===== src/rtl/huf_pkg.sv =====
`default_nettype none

package huf_pkg;

  localparam int FREQ_W = 12;
  localparam int CL_W   = 4;
  localparam int IDX_W  = 6;   // 32 symbols plus internal node ids
  localparam int RB_W   = 4;

  typedef logic [FREQ_W-1:0] freq_t;
  typedef logic [CL_W-1:0]   depth_t;
  typedef logic [IDX_W-1:0]  idx_t;
  typedef logic [RB_W-1:0]   rebuild_cnt_t;

  // MIDDLE doubles as "no strobe"
  typedef enum logic [1:0] {
    MIDDLE     = 2'd0,
    END_BLOCK  = 2'd1,
    END_STREAM = 2'd2
  } pipe_eob_e;

  typedef enum logic [2:0] {
    IDLE       = 3'd0,
    BUILD      = 3'd1,
    PIPE_WAIT  = 3'd2,
    CHECK      = 3'd3,
    REBUILD    = 3'd4,
    STALL      = 3'd5,
    STALL_FAIL = 3'd6
  } build_state_e;

endpackage

`default_nettype wire


===== src/rtl/huf_build_ctrl.sv =====
`default_nettype none

module huf_build_ctrl #(
  parameter int NUM_SYM = 16
) (
  input  logic                  clk,
  input  logic                  rst_n,
  input  huf_pkg::pipe_eob_e    eob_in,
  input  huf_pkg::idx_t         sym_first,
  input  logic                  last_merge,
  input  logic                  over_limit,
  input  huf_pkg::rebuild_cnt_t rebuild_limit,
  input  logic                  out_not_ready,
  output logic                  reload,
  output logic                  merge_en,
  output huf_pkg::rebuild_cnt_t rebuild_cnt,
  output logic                  busy,
  output logic                  zero_symbols,
  output logic                  build_error,
  output huf_pkg::pipe_eob_e    eob_out
);

  huf_pkg::build_state_e state;
  huf_pkg::build_state_e state_nxt;
  huf_pkg::pipe_eob_e    eob_tag;   // tag returned with the result
  logic                  start;
  logic                  done;
  logic                  fail;

  assign start    = (eob_in != huf_pkg::MIDDLE) && (state == huf_pkg::IDLE);
  assign busy     = (state != huf_pkg::IDLE);
  assign reload   = (state == huf_pkg::REBUILD);
  assign merge_en = (state == huf_pkg::BUILD) && !zero_symbols;

  always_comb
  begin
    state_nxt = state;
    done      = 1'b0;
    fail      = 1'b0;
    case (state)
      huf_pkg::IDLE:
        if (start)
          state_nxt = huf_pkg::BUILD;
      huf_pkg::BUILD:
        if (zero_symbols)
          done = 1'b1;
        else if (last_merge)
          state_nxt = huf_pkg::PIPE_WAIT;
      huf_pkg::PIPE_WAIT:
        state_nxt = huf_pkg::CHECK;   // last merge event still reaching the tracker
      huf_pkg::CHECK:
        if (!over_limit)
          done = 1'b1;
        else if (rebuild_cnt >= rebuild_limit)
        begin
          done = 1'b1;
          fail = 1'b1;
        end
        else
          state_nxt = huf_pkg::REBUILD;
      huf_pkg::REBUILD:
        state_nxt = huf_pkg::BUILD;
      huf_pkg::STALL,
      huf_pkg::STALL_FAIL:
        if (!out_not_ready)
          state_nxt = huf_pkg::IDLE;
      default:
        state_nxt = huf_pkg::IDLE;
    endcase
    if (done)
    begin
      if (!out_not_ready)
        state_nxt = huf_pkg::IDLE;
      else if (fail)
        state_nxt = huf_pkg::STALL_FAIL;
      else
        state_nxt = huf_pkg::STALL;
    end
  end

  always_ff @(posedge clk or negedge rst_n)
  begin
    if (!rst_n)
    begin
      state        <= huf_pkg::IDLE;
      eob_tag      <= huf_pkg::MIDDLE;
      eob_out      <= huf_pkg::MIDDLE;
      rebuild_cnt  <= '0;
      zero_symbols <= 1'b0;
      build_error  <= 1'b0;
    end
    else
    begin
      state   <= state_nxt;
      eob_out <= (busy && state_nxt == huf_pkg::IDLE) ? eob_tag : huf_pkg::MIDDLE;
      if (start)
      begin
        eob_tag      <= eob_in;
        rebuild_cnt  <= '0;
        zero_symbols <= (sym_first >= huf_pkg::idx_t'(NUM_SYM));
        build_error  <= 1'b0;
      end
      else
      begin
        if (state_nxt == huf_pkg::REBUILD)
          rebuild_cnt <= rebuild_cnt + 1'b1;
        if (state_nxt == huf_pkg::IDLE && (fail || state == huf_pkg::STALL_FAIL))
          build_error <= 1'b1;
      end
    end
  end

  // result tag is a single-cycle strobe, even across back-pressure
  a_eob_single: assert property (@(posedge clk) disable iff (!rst_n)
    eob_out != huf_pkg::MIDDLE |=> eob_out == huf_pkg::MIDDLE);

  // no merge past the last table row
  a_merge_stops: assert property (@(posedge clk) disable iff (!rst_n)
    merge_en && last_merge |=> !merge_en);

endmodule

`default_nettype wire


===== src/rtl/huf_depth_tracker.sv =====
`default_nettype none

module huf_depth_tracker #(
  parameter int NUM_SYM = 16
) (
  input  logic                           clk,
  input  logic                           rst_n,
  input  huf_pkg::pipe_eob_e             eob_in,
  input  logic                           reload,
  input  logic                           merge_valid,
  input  logic                           merge_a_node,
  input  huf_pkg::idx_t                  merge_a_id,
  input  logic                           merge_b_valid,
  input  logic                           merge_b_node,
  input  huf_pkg::idx_t                  merge_b_id,
  input  huf_pkg::idx_t                  merge_id,
  input  huf_pkg::depth_t                max_code_length,
  output huf_pkg::depth_t [NUM_SYM-1:0]  sym_depth,
  output logic                           over_limit
);

  logic [NUM_SYM-1:0] in_tree;
  huf_pkg::idx_t      node_of [NUM_SYM];   // node each symbol currently hangs under
  logic [NUM_SYM-1:0] hit_leaf;
  logic [NUM_SYM-1:0] hit_node;
  logic [NUM_SYM-1:0] too_deep;
  logic               clear;

  assign clear      = (eob_in != huf_pkg::MIDDLE) || reload;
  assign over_limit = |too_deep;

  always_comb
  begin
    for (int i = 0; i < NUM_SYM; i++)
    begin
      hit_leaf[i] = (!merge_a_node && merge_a_id == huf_pkg::idx_t'(i))
                 || (merge_b_valid && !merge_b_node && merge_b_id == huf_pkg::idx_t'(i));
      hit_node[i] = in_tree[i]
                 && ((merge_a_node && node_of[i] == merge_a_id)
                  || (merge_b_valid && merge_b_node && node_of[i] == merge_b_id));
      too_deep[i] = (sym_depth[i] > max_code_length);
    end
  end

  always_ff @(posedge clk or negedge rst_n)
  begin
    if (!rst_n)
    begin
      in_tree   <= '0;
      sym_depth <= '0;
    end
    else if (clear)
    begin
      in_tree   <= '0;
      sym_depth <= '0;
    end
    else if (merge_valid)
    begin
      for (int i = 0; i < NUM_SYM; i++)
      begin
        if (hit_leaf[i])
        begin
          in_tree[i]   <= 1'b1;
          sym_depth[i] <= huf_pkg::depth_t'(1);
        end
        else if (hit_node[i] && !(&sym_depth[i]))   // saturates at the top code
          sym_depth[i] <= sym_depth[i] + 1'b1;
      end
    end
  end

  always_ff @(posedge clk)
  begin
    for (int i = 0; i < NUM_SYM; i++)
      if (merge_valid && (hit_leaf[i] || hit_node[i]))
        node_of[i] <= merge_id;
  end

endmodule

`default_nettype wire


===== src/rtl/huf_freq_scaler.sv =====
`default_nettype none

module huf_freq_scaler #(
  parameter int NUM_SYM = 16
) (
  input  logic                           clk,
  input  logic                           rst_n,
  input  huf_pkg::pipe_eob_e             eob_in,
  input  huf_pkg::freq_t [NUM_SYM-1:0]   sym_freq,
  input  huf_pkg::rebuild_cnt_t          rebuild_cnt,
  output huf_pkg::freq_t [NUM_SYM-1:0]   scaled_freq
);

  huf_pkg::freq_t [NUM_SYM-1:0] orig_freq;   // list as it arrived with start
  huf_pkg::freq_t [NUM_SYM-1:0] shifted;

  always_ff @(posedge clk or negedge rst_n)
  begin
    if (!rst_n)
      orig_freq <= '0;
    else if (eob_in != huf_pkg::MIDDLE)
      orig_freq <= sym_freq;
  end

  // a used symbol never drops to zero, so ascending order survives the shift
  always_comb
  begin
    for (int i = 0; i < NUM_SYM; i++)
    begin
      shifted[i] = orig_freq[i] >> rebuild_cnt;
      if (orig_freq[i] != '0 && shifted[i] == '0)
        scaled_freq[i] = huf_pkg::freq_t'(1);
      else
        scaled_freq[i] = shifted[i];
    end
  end

endmodule

`default_nettype wire


===== src/rtl/huf_merge_engine.sv =====
`default_nettype none

module huf_merge_engine #(
  parameter int NUM_SYM = 16
) (
  input  logic                           clk,
  input  logic                           rst_n,
  input  huf_pkg::pipe_eob_e             eob_in,
  input  huf_pkg::freq_t [NUM_SYM-1:0]   sym_freq,
  input  huf_pkg::idx_t                  sym_first,
  input  huf_pkg::freq_t [NUM_SYM-1:0]   scaled_freq,
  input  logic                           reload,
  input  logic                           merge_en,
  output logic                           merge_valid,
  output logic                           merge_a_node,
  output huf_pkg::idx_t                  merge_a_id,
  output logic                           merge_b_valid,
  output logic                           merge_b_node,
  output huf_pkg::idx_t                  merge_b_id,
  output huf_pkg::idx_t                  merge_id,
  output logic                           last_merge
);

  logic                       tab_node [NUM_SYM];
  huf_pkg::idx_t              tab_id   [NUM_SYM];
  huf_pkg::freq_t             tab_w    [NUM_SYM];
  logic                       nxt_node [NUM_SYM];
  huf_pkg::idx_t              nxt_id   [NUM_SYM];
  huf_pkg::freq_t             nxt_w    [NUM_SYM];
  huf_pkg::idx_t              row_ptr;
  huf_pkg::idx_t              first_row;   // kept for rebuilds
  logic                       start;
  logic                       a_node;
  logic                       b_node;
  logic                       b_ok;
  huf_pkg::idx_t              a_id;
  huf_pkg::idx_t              b_id;
  huf_pkg::freq_t             a_w;
  huf_pkg::freq_t             b_w;
  huf_pkg::freq_t             sum_w;
  logic [huf_pkg::FREQ_W:0]   sum_full;

  assign start      = (eob_in != huf_pkg::MIDDLE);
  assign last_merge = (row_ptr >= huf_pkg::idx_t'(NUM_SYM - 2));
  assign b_ok       = (int'(row_ptr) + 1 < NUM_SYM);
  assign sum_full   = {1'b0, a_w} + {1'b0, b_w};
  assign sum_w      = sum_full[huf_pkg::FREQ_W] ? '1 : sum_full[huf_pkg::FREQ_W-1:0];

  // pick the two lowest entries
  always_comb
  begin
    a_node = 1'b0;
    a_id   = '0;
    a_w    = '0;
    b_node = 1'b0;
    b_id   = '0;
    b_w    = '0;
    for (int i = 0; i < NUM_SYM; i++)
    begin
      if (i == int'(row_ptr))
      begin
        a_node = tab_node[i];
        a_id   = tab_id[i];
        a_w    = tab_w[i];
      end
      if (i == int'(row_ptr) + 1)
      begin
        b_node = tab_node[i];
        b_id   = tab_id[i];
        b_w    = tab_w[i];
      end
    end
  end

  // entries no heavier than the new node slide down one slot, the node lands behind them
  always_comb
  begin
    for (int i = 0; i < NUM_SYM; i++)
    begin
      nxt_node[i] = tab_node[i];
      nxt_id[i]   = tab_id[i];
      nxt_w[i]    = tab_w[i];
      if (i < NUM_SYM - 1 && i > int'(row_ptr) && tab_w[i+1] <= sum_w)
      begin
        nxt_node[i] = tab_node[i+1];
        nxt_id[i]   = tab_id[i+1];
        nxt_w[i]    = tab_w[i+1];
      end
      else if (i == int'(row_ptr) + 1 || (i > int'(row_ptr) + 1 && tab_w[i] <= sum_w))
      begin
        nxt_node[i] = 1'b1;
        nxt_id[i]   = row_ptr;   // node named after the row it was built in
        nxt_w[i]    = sum_w;
      end
    end
  end

  always_ff @(posedge clk)
  begin
    for (int i = 0; i < NUM_SYM; i++)
    begin
      if (start || reload)
      begin
        tab_node[i] <= 1'b0;
        tab_id[i]   <= huf_pkg::idx_t'(i);
        tab_w[i]    <= start ? sym_freq[i] : scaled_freq[i];
      end
      else if (merge_en)
      begin
        tab_node[i] <= nxt_node[i];
        tab_id[i]   <= nxt_id[i];
        tab_w[i]    <= nxt_w[i];
      end
    end
  end

  always_ff @(posedge clk or negedge rst_n)
  begin
    if (!rst_n)
    begin
      row_ptr     <= huf_pkg::idx_t'(NUM_SYM);
      first_row   <= huf_pkg::idx_t'(NUM_SYM);
      merge_valid <= 1'b0;
    end
    else
    begin
      merge_valid <= merge_en;
      if (start)
      begin
        row_ptr   <= sym_first;
        first_row <= sym_first;
      end
      else if (reload)
        row_ptr <= first_row;
      else if (merge_en)
        row_ptr <= row_ptr + 1'b1;
    end
  end

  // merge event, qualified by merge_valid
  always_ff @(posedge clk)
  begin
    if (merge_en)
    begin
      merge_a_node  <= a_node;
      merge_a_id    <= a_id;
      merge_b_valid <= b_ok;   // low for a lone symbol
      merge_b_node  <= b_node;
      merge_b_id    <= b_id;
      merge_id      <= row_ptr;
    end
  end

  for (genvar i = 0; i < NUM_SYM - 1; i++)
  begin : g_sorted
    a_sorted: assert property (@(posedge clk) disable iff (!rst_n)
      (i >= int'(row_ptr)) |-> (tab_w[i] <= tab_w[i+1]));
  end

endmodule

`default_nettype wire


===== src/rtl/huf_tree_builder.sv =====
`default_nettype none

module huf_tree_builder #(
  parameter int NUM_SYM = 16
) (
  input  logic                           clk,
  input  logic                           rst_n,
  input  huf_pkg::freq_t [NUM_SYM-1:0]   sym_freq,
  input  huf_pkg::idx_t                  sym_first,
  input  huf_pkg::pipe_eob_e             eob_in,
  input  huf_pkg::depth_t                max_code_length,
  input  huf_pkg::rebuild_cnt_t          rebuild_limit,
  input  logic                           out_not_ready,
  output logic                           busy,
  output huf_pkg::depth_t [NUM_SYM-1:0]  sym_depth,
  output logic                           zero_symbols,
  output logic                           build_error,
  output huf_pkg::pipe_eob_e             eob_out
);

  logic                         reload;
  logic                         merge_en;
  huf_pkg::rebuild_cnt_t        rebuild_cnt;
  huf_pkg::freq_t [NUM_SYM-1:0] scaled_freq;
  logic                         merge_valid;
  logic                         merge_a_node;
  huf_pkg::idx_t                merge_a_id;
  logic                         merge_b_valid;
  logic                         merge_b_node;
  huf_pkg::idx_t                merge_b_id;
  huf_pkg::idx_t                merge_id;
  logic                         last_merge;
  logic                         over_limit;

  huf_build_ctrl #(.NUM_SYM(NUM_SYM)) u_ctrl (
    .clk, .rst_n, .eob_in, .sym_first, .last_merge, .over_limit, .rebuild_limit,
    .out_not_ready, .reload, .merge_en, .rebuild_cnt, .busy, .zero_symbols,
    .build_error, .eob_out
  );

  huf_freq_scaler #(.NUM_SYM(NUM_SYM)) u_scaler (
    .clk, .rst_n, .eob_in, .sym_freq, .rebuild_cnt, .scaled_freq
  );

  huf_merge_engine #(.NUM_SYM(NUM_SYM)) u_merge (
    .clk, .rst_n, .eob_in, .sym_freq, .sym_first, .scaled_freq, .reload, .merge_en,
    .merge_valid, .merge_a_node, .merge_a_id, .merge_b_valid, .merge_b_node,
    .merge_b_id, .merge_id, .last_merge
  );

  huf_depth_tracker #(.NUM_SYM(NUM_SYM)) u_depth (
    .clk, .rst_n, .eob_in, .reload, .merge_valid, .merge_a_node, .merge_a_id,
    .merge_b_valid, .merge_b_node, .merge_b_id, .merge_id, .max_code_length,
    .sym_depth, .over_limit
  );

endmodule

`default_nettype wire


===== config.mk =====
export PLATFORM = sky130hd
export DESIGN_NAME = huf_tree_builder
export DESIGN_NICKNAME = d
export VERILOG_FILES = /design/src/rtl/huf_pkg.sv /design/src/rtl/huf_build_ctrl.sv /design/src/rtl/huf_depth_tracker.sv /design/src/rtl/huf_freq_scaler.sv /design/src/rtl/huf_merge_engine.sv /design/src/rtl/huf_tree_builder.sv
export SDC_FILE = /design/constraint.sdc
export NUM_CORES = 2
export LEC_CHECK = 0
export ABC_CLOCK_PERIOD_IN_PS = 11800
export BUFFER_PORTS_ARGS = -buffer_cell sky130_fd_sc_hd__buf_2
export CAP_MARGIN = 10
export CORE_ASPECT_RATIO = 0.75
export CORE_UTILIZATION = 33
export CTS_CLUSTER_SIZE = 20
export DETAILED_ROUTE_END_ITERATION = 10
export PLACE_DENSITY = 0.49
export REMOVE_ABC_BUFFERS = 1
export SLEW_MARGIN = 15
export SYNTH_ARGS = -nofsm -noshare
export SYNTH_HDL_FRONTEND = slang
export SYNTH_HIERARCHICAL = 1
export SYNTH_SLANG_ARGS = --single-unit

===== constraint.sdc =====
create_clock -name clk -period 11.8 [get_ports clk]
set_clock_uncertainty 0.15 [all_clocks]
set_input_delay 1.18 -clock clk [delete_from_list [all_inputs] [get_ports clk]]
set_output_delay 1.18 -clock clk [all_outputs]
set_load 0.03 [all_outputs]

**Yosys cells after proc, flatten, opt, wreduce, memory -nomap -nowiden**

Memory sizes are Yosys's and may differ from the RTL's.
Cells that the tools add are included.
Widths: inputs -> output; s select.

- Bits in registers: 319
- RAM bits: 400
- Input bits: 211
- Output and inout port bits: 69
- Logic and storage cells: 1071
- Memories: 4

- Add/subtract/negate cells: 20
- Magnitude comparators: 66
- Equality and inequality tests: 99
- Shift operators: 16
- Mux-type cells: 380
- Bitwise gates (word level): 48
- Reduce and logical (&&, ||, !) cells: 375

Memory list:

| name | depth | bits a word | rd ports | clocked after Yosys merged registers in | wr ports | line | text |
|---|---|---|---|---|---|---|---|
| u_merge.tab_w | 16 | 12 | 16 | 0 | 16 | huf_merge_engine.sv:26 | `huf_pkg::freq_t tab_w [NUM_SYM];` |
| u_depth.node_of | 16 | 6 | 16 | 0 | 16 | huf_depth_tracker.sv:23 | `huf_pkg::idx_t node_of [NUM_SYM];` |
| u_merge.tab_id | 16 | 6 | 16 | 0 | 16 | huf_merge_engine.sv:25 | `huf_pkg::idx_t tab_id [NUM_SYM];` |
| u_merge.tab_node | 16 | 1 | 16 | 0 | 16 | huf_merge_engine.sv:24 | `logic tab_node [NUM_SYM];` |

Operator list:

| cell | count |
|---|---|
| $mux 12 | 111 |
| $mux 6 | 81 |
| $eq 5x32->1 const A | 8 |
| $gt 5x32->1 const A | 8 |
| $eq 6x6->1 | 32 |
| $le 12x12->1 | 16 |
| $logic_not 12->1 | 16 |
| $reduce_bool 12->1 | 16 |
| $shr 12x4->12 | 16 |
| $logic_and 1x1->1 | 164 |
| $mux 1 | 138 |
| $mux 4 | 34 |
| $eq 4x32->1 const A | 4 |
| $gt 4x32->1 const A | 4 |
| $mux 64 | 2 |
| $eq 6x4->1 const B | 16 |
| $add 4x1->4 const B | 17 |
| $logic_or 1x1->1 | 66 |
| $eq 3x32->1 const A | 2 |
| $gt 3x32->1 const A | 2 |
| $gt 4x4->1 | 16 |
| $reduce_and 2->1 | 32 |
| $reduce_and 4->1 | 16 |
| $reduce_bool 3->1 | 18 |
| other kinds (37) | 169 |

**Longest topological paths before layout**

- Depth after elaboration: 26
- Mapped depth: 36
- Mapped depth without buffers: 30

**Hierarchy**

Netlist, hierarchy kept.

Modules (own cells, without submodules):

| module | instances | cells each | area each (um^2) | seq. area each (um^2) |
|---|---|---|---|---|
| huf_merge_engine | 1 | 3034 | 28245.8 | 10087.2 |
| huf_freq_scaler | 1 | 1566 | 14727.9 | 4804.6 |
| huf_depth_tracker | 1 | 1095 | 11643.7 | 4884.7 |
| huf_build_ctrl | 1 | 96 | 854.6 | 325.3 |

**Worst setup path before layout**

No wires, ideal clock.

- Kind: register -> register
- From: register, netlist name u_merge/row_ptr[0]
- To: memory u_merge/tab_id[1][42] in the netlist's numbering (enable)
- Library setup time: 421 ps
- Data arrival time: 7920 ps
- Data required time: 11229 ps
- Path slack: 3309 ps
- Stages on the path, launching flop included: 30
- Path buffers: 5
- Period minus slack after synthesis: 8491 ps
- Path through: dfrtp_1 ha_1 buf_2 a311o_1 o31a_1 clkbuf_1 nor4_1 clkbuf_1 nor2_1 clkbuf_1 nand2_1 a21oi_1 a211oi_1 o21ai_0 fa_1 nand3_1 a31oi_1 o21ai_2 clkbuf_1 nand2_1 nor2_1 ha_1 a31o_2 a21oi_1 o21a_1 nand4_1 a22oi_1 or2_2 a22oi_1 o31ai_1

RTL lines:

| what | line |
|---|---|
| to (decl) | huf_merge_engine.sv:25 |

==> results.cfg <==
[synth]
synth_edf_count = 421
syn-instance-count = 5791
ys_ff_latch = 719
netlist_area_um2 = 55470
synth_common_cells = nor2_1 (444), edfxtp_1 (421), nand2_1 (417)
synth.yosys.warnings = 6
synth_cell_types = 120
async_reset_ff_frac = 0.4145
synth_top_area_frac = 0.2279
synthTopCellsByArea = edfxtp_1 (23%), dfrtp_1 (13%), mux2i_1 (6.9%)
yosys.area.top_type = edfxtp_1
yosysMostFrequentCell = nor2_1
synth.avg_cell_area_um2 = 9.579
ys.flop_type = edfxtp_1
synth_seq_area_share = 0.3624

[clocking]
cts_sinks = 719
cts_tree = built
cts_buffers = 85
postCtsHoldBufs = 0
cts.clk_slew.worst_paths_ns = 0.06
cts-htree-levels = 3
clock_latency_ns = 0.74
post-cts-setup-buffers = 0
clock_path_buffers = 3
ctsResizeCount = 0
root_buffer = clkbuf_16

[power_and_ir_drop]
total_power_w = 0.01440
p_leak_nw = 23.70
cellPowerDensity_nw_per_um2 = 231.5
ir_worst_vdd_mv = 0.1217

[floorplan]
die_x_um = 475.4
dieArea_um2 = 169800
initial_core_util = 0.3343
num_rows = 129
io_pins = 280
core_um2 = 165900
die_y_um = 357.1

[sta]
rsz0062_at_grt = false
setup_viol = 0
drv_slew = 0
hold_violations = 0
fmax_mhz = 89.61
tightest_slew_ns = 1.261
min_period_ns = 11.16
setup_slack_ns = 0.6406
fin_crit_sh = 0.9457
max_slew_margin = 0.1562

[worst_setup_path]
crit_arrival_ns = 11.34
startpoint_type = register
criticalPathCategory = register to register
slowest_delay_ns = 0.78
reg2reg_setup_slack_ns = 0.64
worstPathMaxFanout = 20
r2r_end = u_merge/tab_id[0][8]
critPathSlowestCell = a21o_1
critPathRequiredTime_ns = 11.99
r2r_cells = 30
r2r-start = u_merge/row_ptr[1]
cp-end-kind = register

[global_routing]
grt_max_degree = 216
grt_pass1_vias = 48610
grt_first_pass_wirelength_um = 365600
gr-usage-all-layers = 0.2956
grt_remaining_overflow = 0
antenna_found_initial = 18

[final_layout]
seqCellArea_um2 = 20120
layout-drive-gt1-share = 0.1801
post-route-util = 0.3750
layout.nets = 6360
multiInputGateArea_um2 = 32890
n_fill_cell = 16750
area_growth_syn_to_layout_pct = 12.17

[drt]
drtIter0Drc = 7332
ant_nets = 0
wire_per_inst_um = 31.48
wl_um = 258000
viasPerCell = 6.411
drc = 0
via_count = 52540
drtPass1Iterations = 10

[run_status]
status = completed

[placement]
port_buffers = 279
place_congestion = 1.063
place_ws_ns = 1.127
dp_hpwl_um = 191900

[run]
drv_cap = 0

[min_path]
hold_path_class = input port to asynchronous set/reset pin
[worst max-delay path, delay by kind of cell, from the launching register on]
family                     cells  cell delay [ns]
muxes                          1             0.22
AOI/OAI and AO/OA              9             2.95
buffers and inverters          3             1.35
adders and majority gates      4             1.52
DFF                            1             0.73
and+or+nand+nor               13             3.84
[report_power, final]
| group | internal [W] | total, W | leakage [nW] | switching, W |
|---|---|---|---|---|
| Clock | 0.00168 | 0.00287 | 1.44 | 0.00119 |
| Combinational | 0.00254 | 0.00751 | 14.5 | 0.00497 |
| Sequential | 0.00317 | 0.00402 | 7.80 | 0.000852 |
[routing by layer]
metal / up-vias / wire, um / track usage
met5: - / 74 / 0
met1: 26260 / 116500 / 0.4364
li1: 22680 / - / -
met4: 10 / 7831 / 0.08615
met3: 466 / 31080 / 0.08890
met2: 3120 / 102600 / 0.4077
[flip-flops by register name, indices dropped and copies added, names as in the netlist]
name	flops
u_ctrl/build_error	1
u_ctrl/eob_out	2
u_ctrl/eob_tag	2
u_ctrl/rebuild_cnt	4
u_ctrl/state	3
u_ctrl/zero_symbols	1
u_depth/in_tree	16
u_depth/node_of	96
u_depth/sym_depth	64
u_merge/first_row	6
u_merge/merge_a_id	6
u_merge/merge_a_node	1
u_merge/merge_b_id	6
u_merge/merge_b_node	1
u_merge/merge_b_valid	1
u_merge/merge_id	6
u_merge/merge_valid	1
u_merge/row_ptr	6
u_merge/tab_id	96
u_merge/tab_node	16
u_merge/tab_w	192
u_scaler/orig_freq	192
[cell type report]
cell class | count | share of cell area
Timing Repair Buffer | 468 | 0.04601
Sequential cell | 719 | 0.3233
Clock inverter | 50 | 0.009411
Clock buffer | 106 | 0.03780
Inverter | 164 | 0.009933
Antenna cell | 5 | 0.0002011
Multi-Input combinational cell | 4456 | 0.5286
Tap cell | 2227 | 0.04478
[cells in the final DEF, fill, tap and decap left out, drive strengths merged, types with 32 or more instances in the layout]
master  Yosys  routed
a211oi     96      96
a21o       44      44
a21oi     261     261
a221o      58      58
a221oi    255     255
a31oi      79      79
and2       46      46
and3       68      68
buf       167     468
clkbuf    285     106
clkinv      4      32
dfrtp     296     296
edfxtp    421     421
ha        254     254
inv       160     166
mux2      235     235
mux2i     383     383
nand2     419     419
nand3     162     162
nand4     100     100
nor2      448     448
nor2b      46      46
nor3      238     238
nor4       92      92
o211ai     43      43
o21a       59      59
o21ai     233     233
o22ai     100     100
xnor2     152     152
xor2       75      75
[stage by stage]
step,instances,hold slack [ns],area (um2),TNS (ns)
global placement,8034,0.2982,59270,0
finish,8195,0.2530,62220,0
CTS,8190,0.2324,62210,0
floorplan,5339,0.2869,53360,-1094.63
detailed placement,8034,0.3020,59270,0
global route,8192,0.2850,62220,0
[worst max path at each step]
stage                       start                    to  depth (start not counted)  slack, ns
6_report       u_merge/row_ptr[1]  u_merge/tab_id[0][8]                         30       0.64
5_1_grt        u_merge/row_ptr[1]  u_merge/tab_w[0][17]                         31       0.15
4_1_cts        u_merge/row_ptr[1]  u_merge/tab_id[0][9]                         28       1.09
3_5_place_dp   u_merge/row_ptr[1]  u_merge/tab_w[0][12]                         28       1.13
3_3_place_gp   u_merge/row_ptr[1]  u_merge/tab_w[0][13]                         28       1.38
2_1_floorplan     u_ctrl/state[2]  u_merge/tab_w[1][34]                          5      -5.66
[cells by family (layout without fill, tap and decap cells)]
kind of cell | Yosys count | after routing | share of synthesized area
AO/OA/AOI/OAI | 1557 | 1557 | 0.2108
multiplexers | 631 | 631 | 0.1223
adder cells (fa/ha/maj) | 261 | 261 | 0.05876
XOR/XNOR | 227 | 227 | 0.03584
other | 0 | 5 | 0
flip-flops | 719 | 719 | 0.3624
AND/OR/NAND/NOR | 1780 | 1780 | 0.1608
buffers and inverters | 616 | 788 | 0.04913
Power figures use the tool's default switching activity.
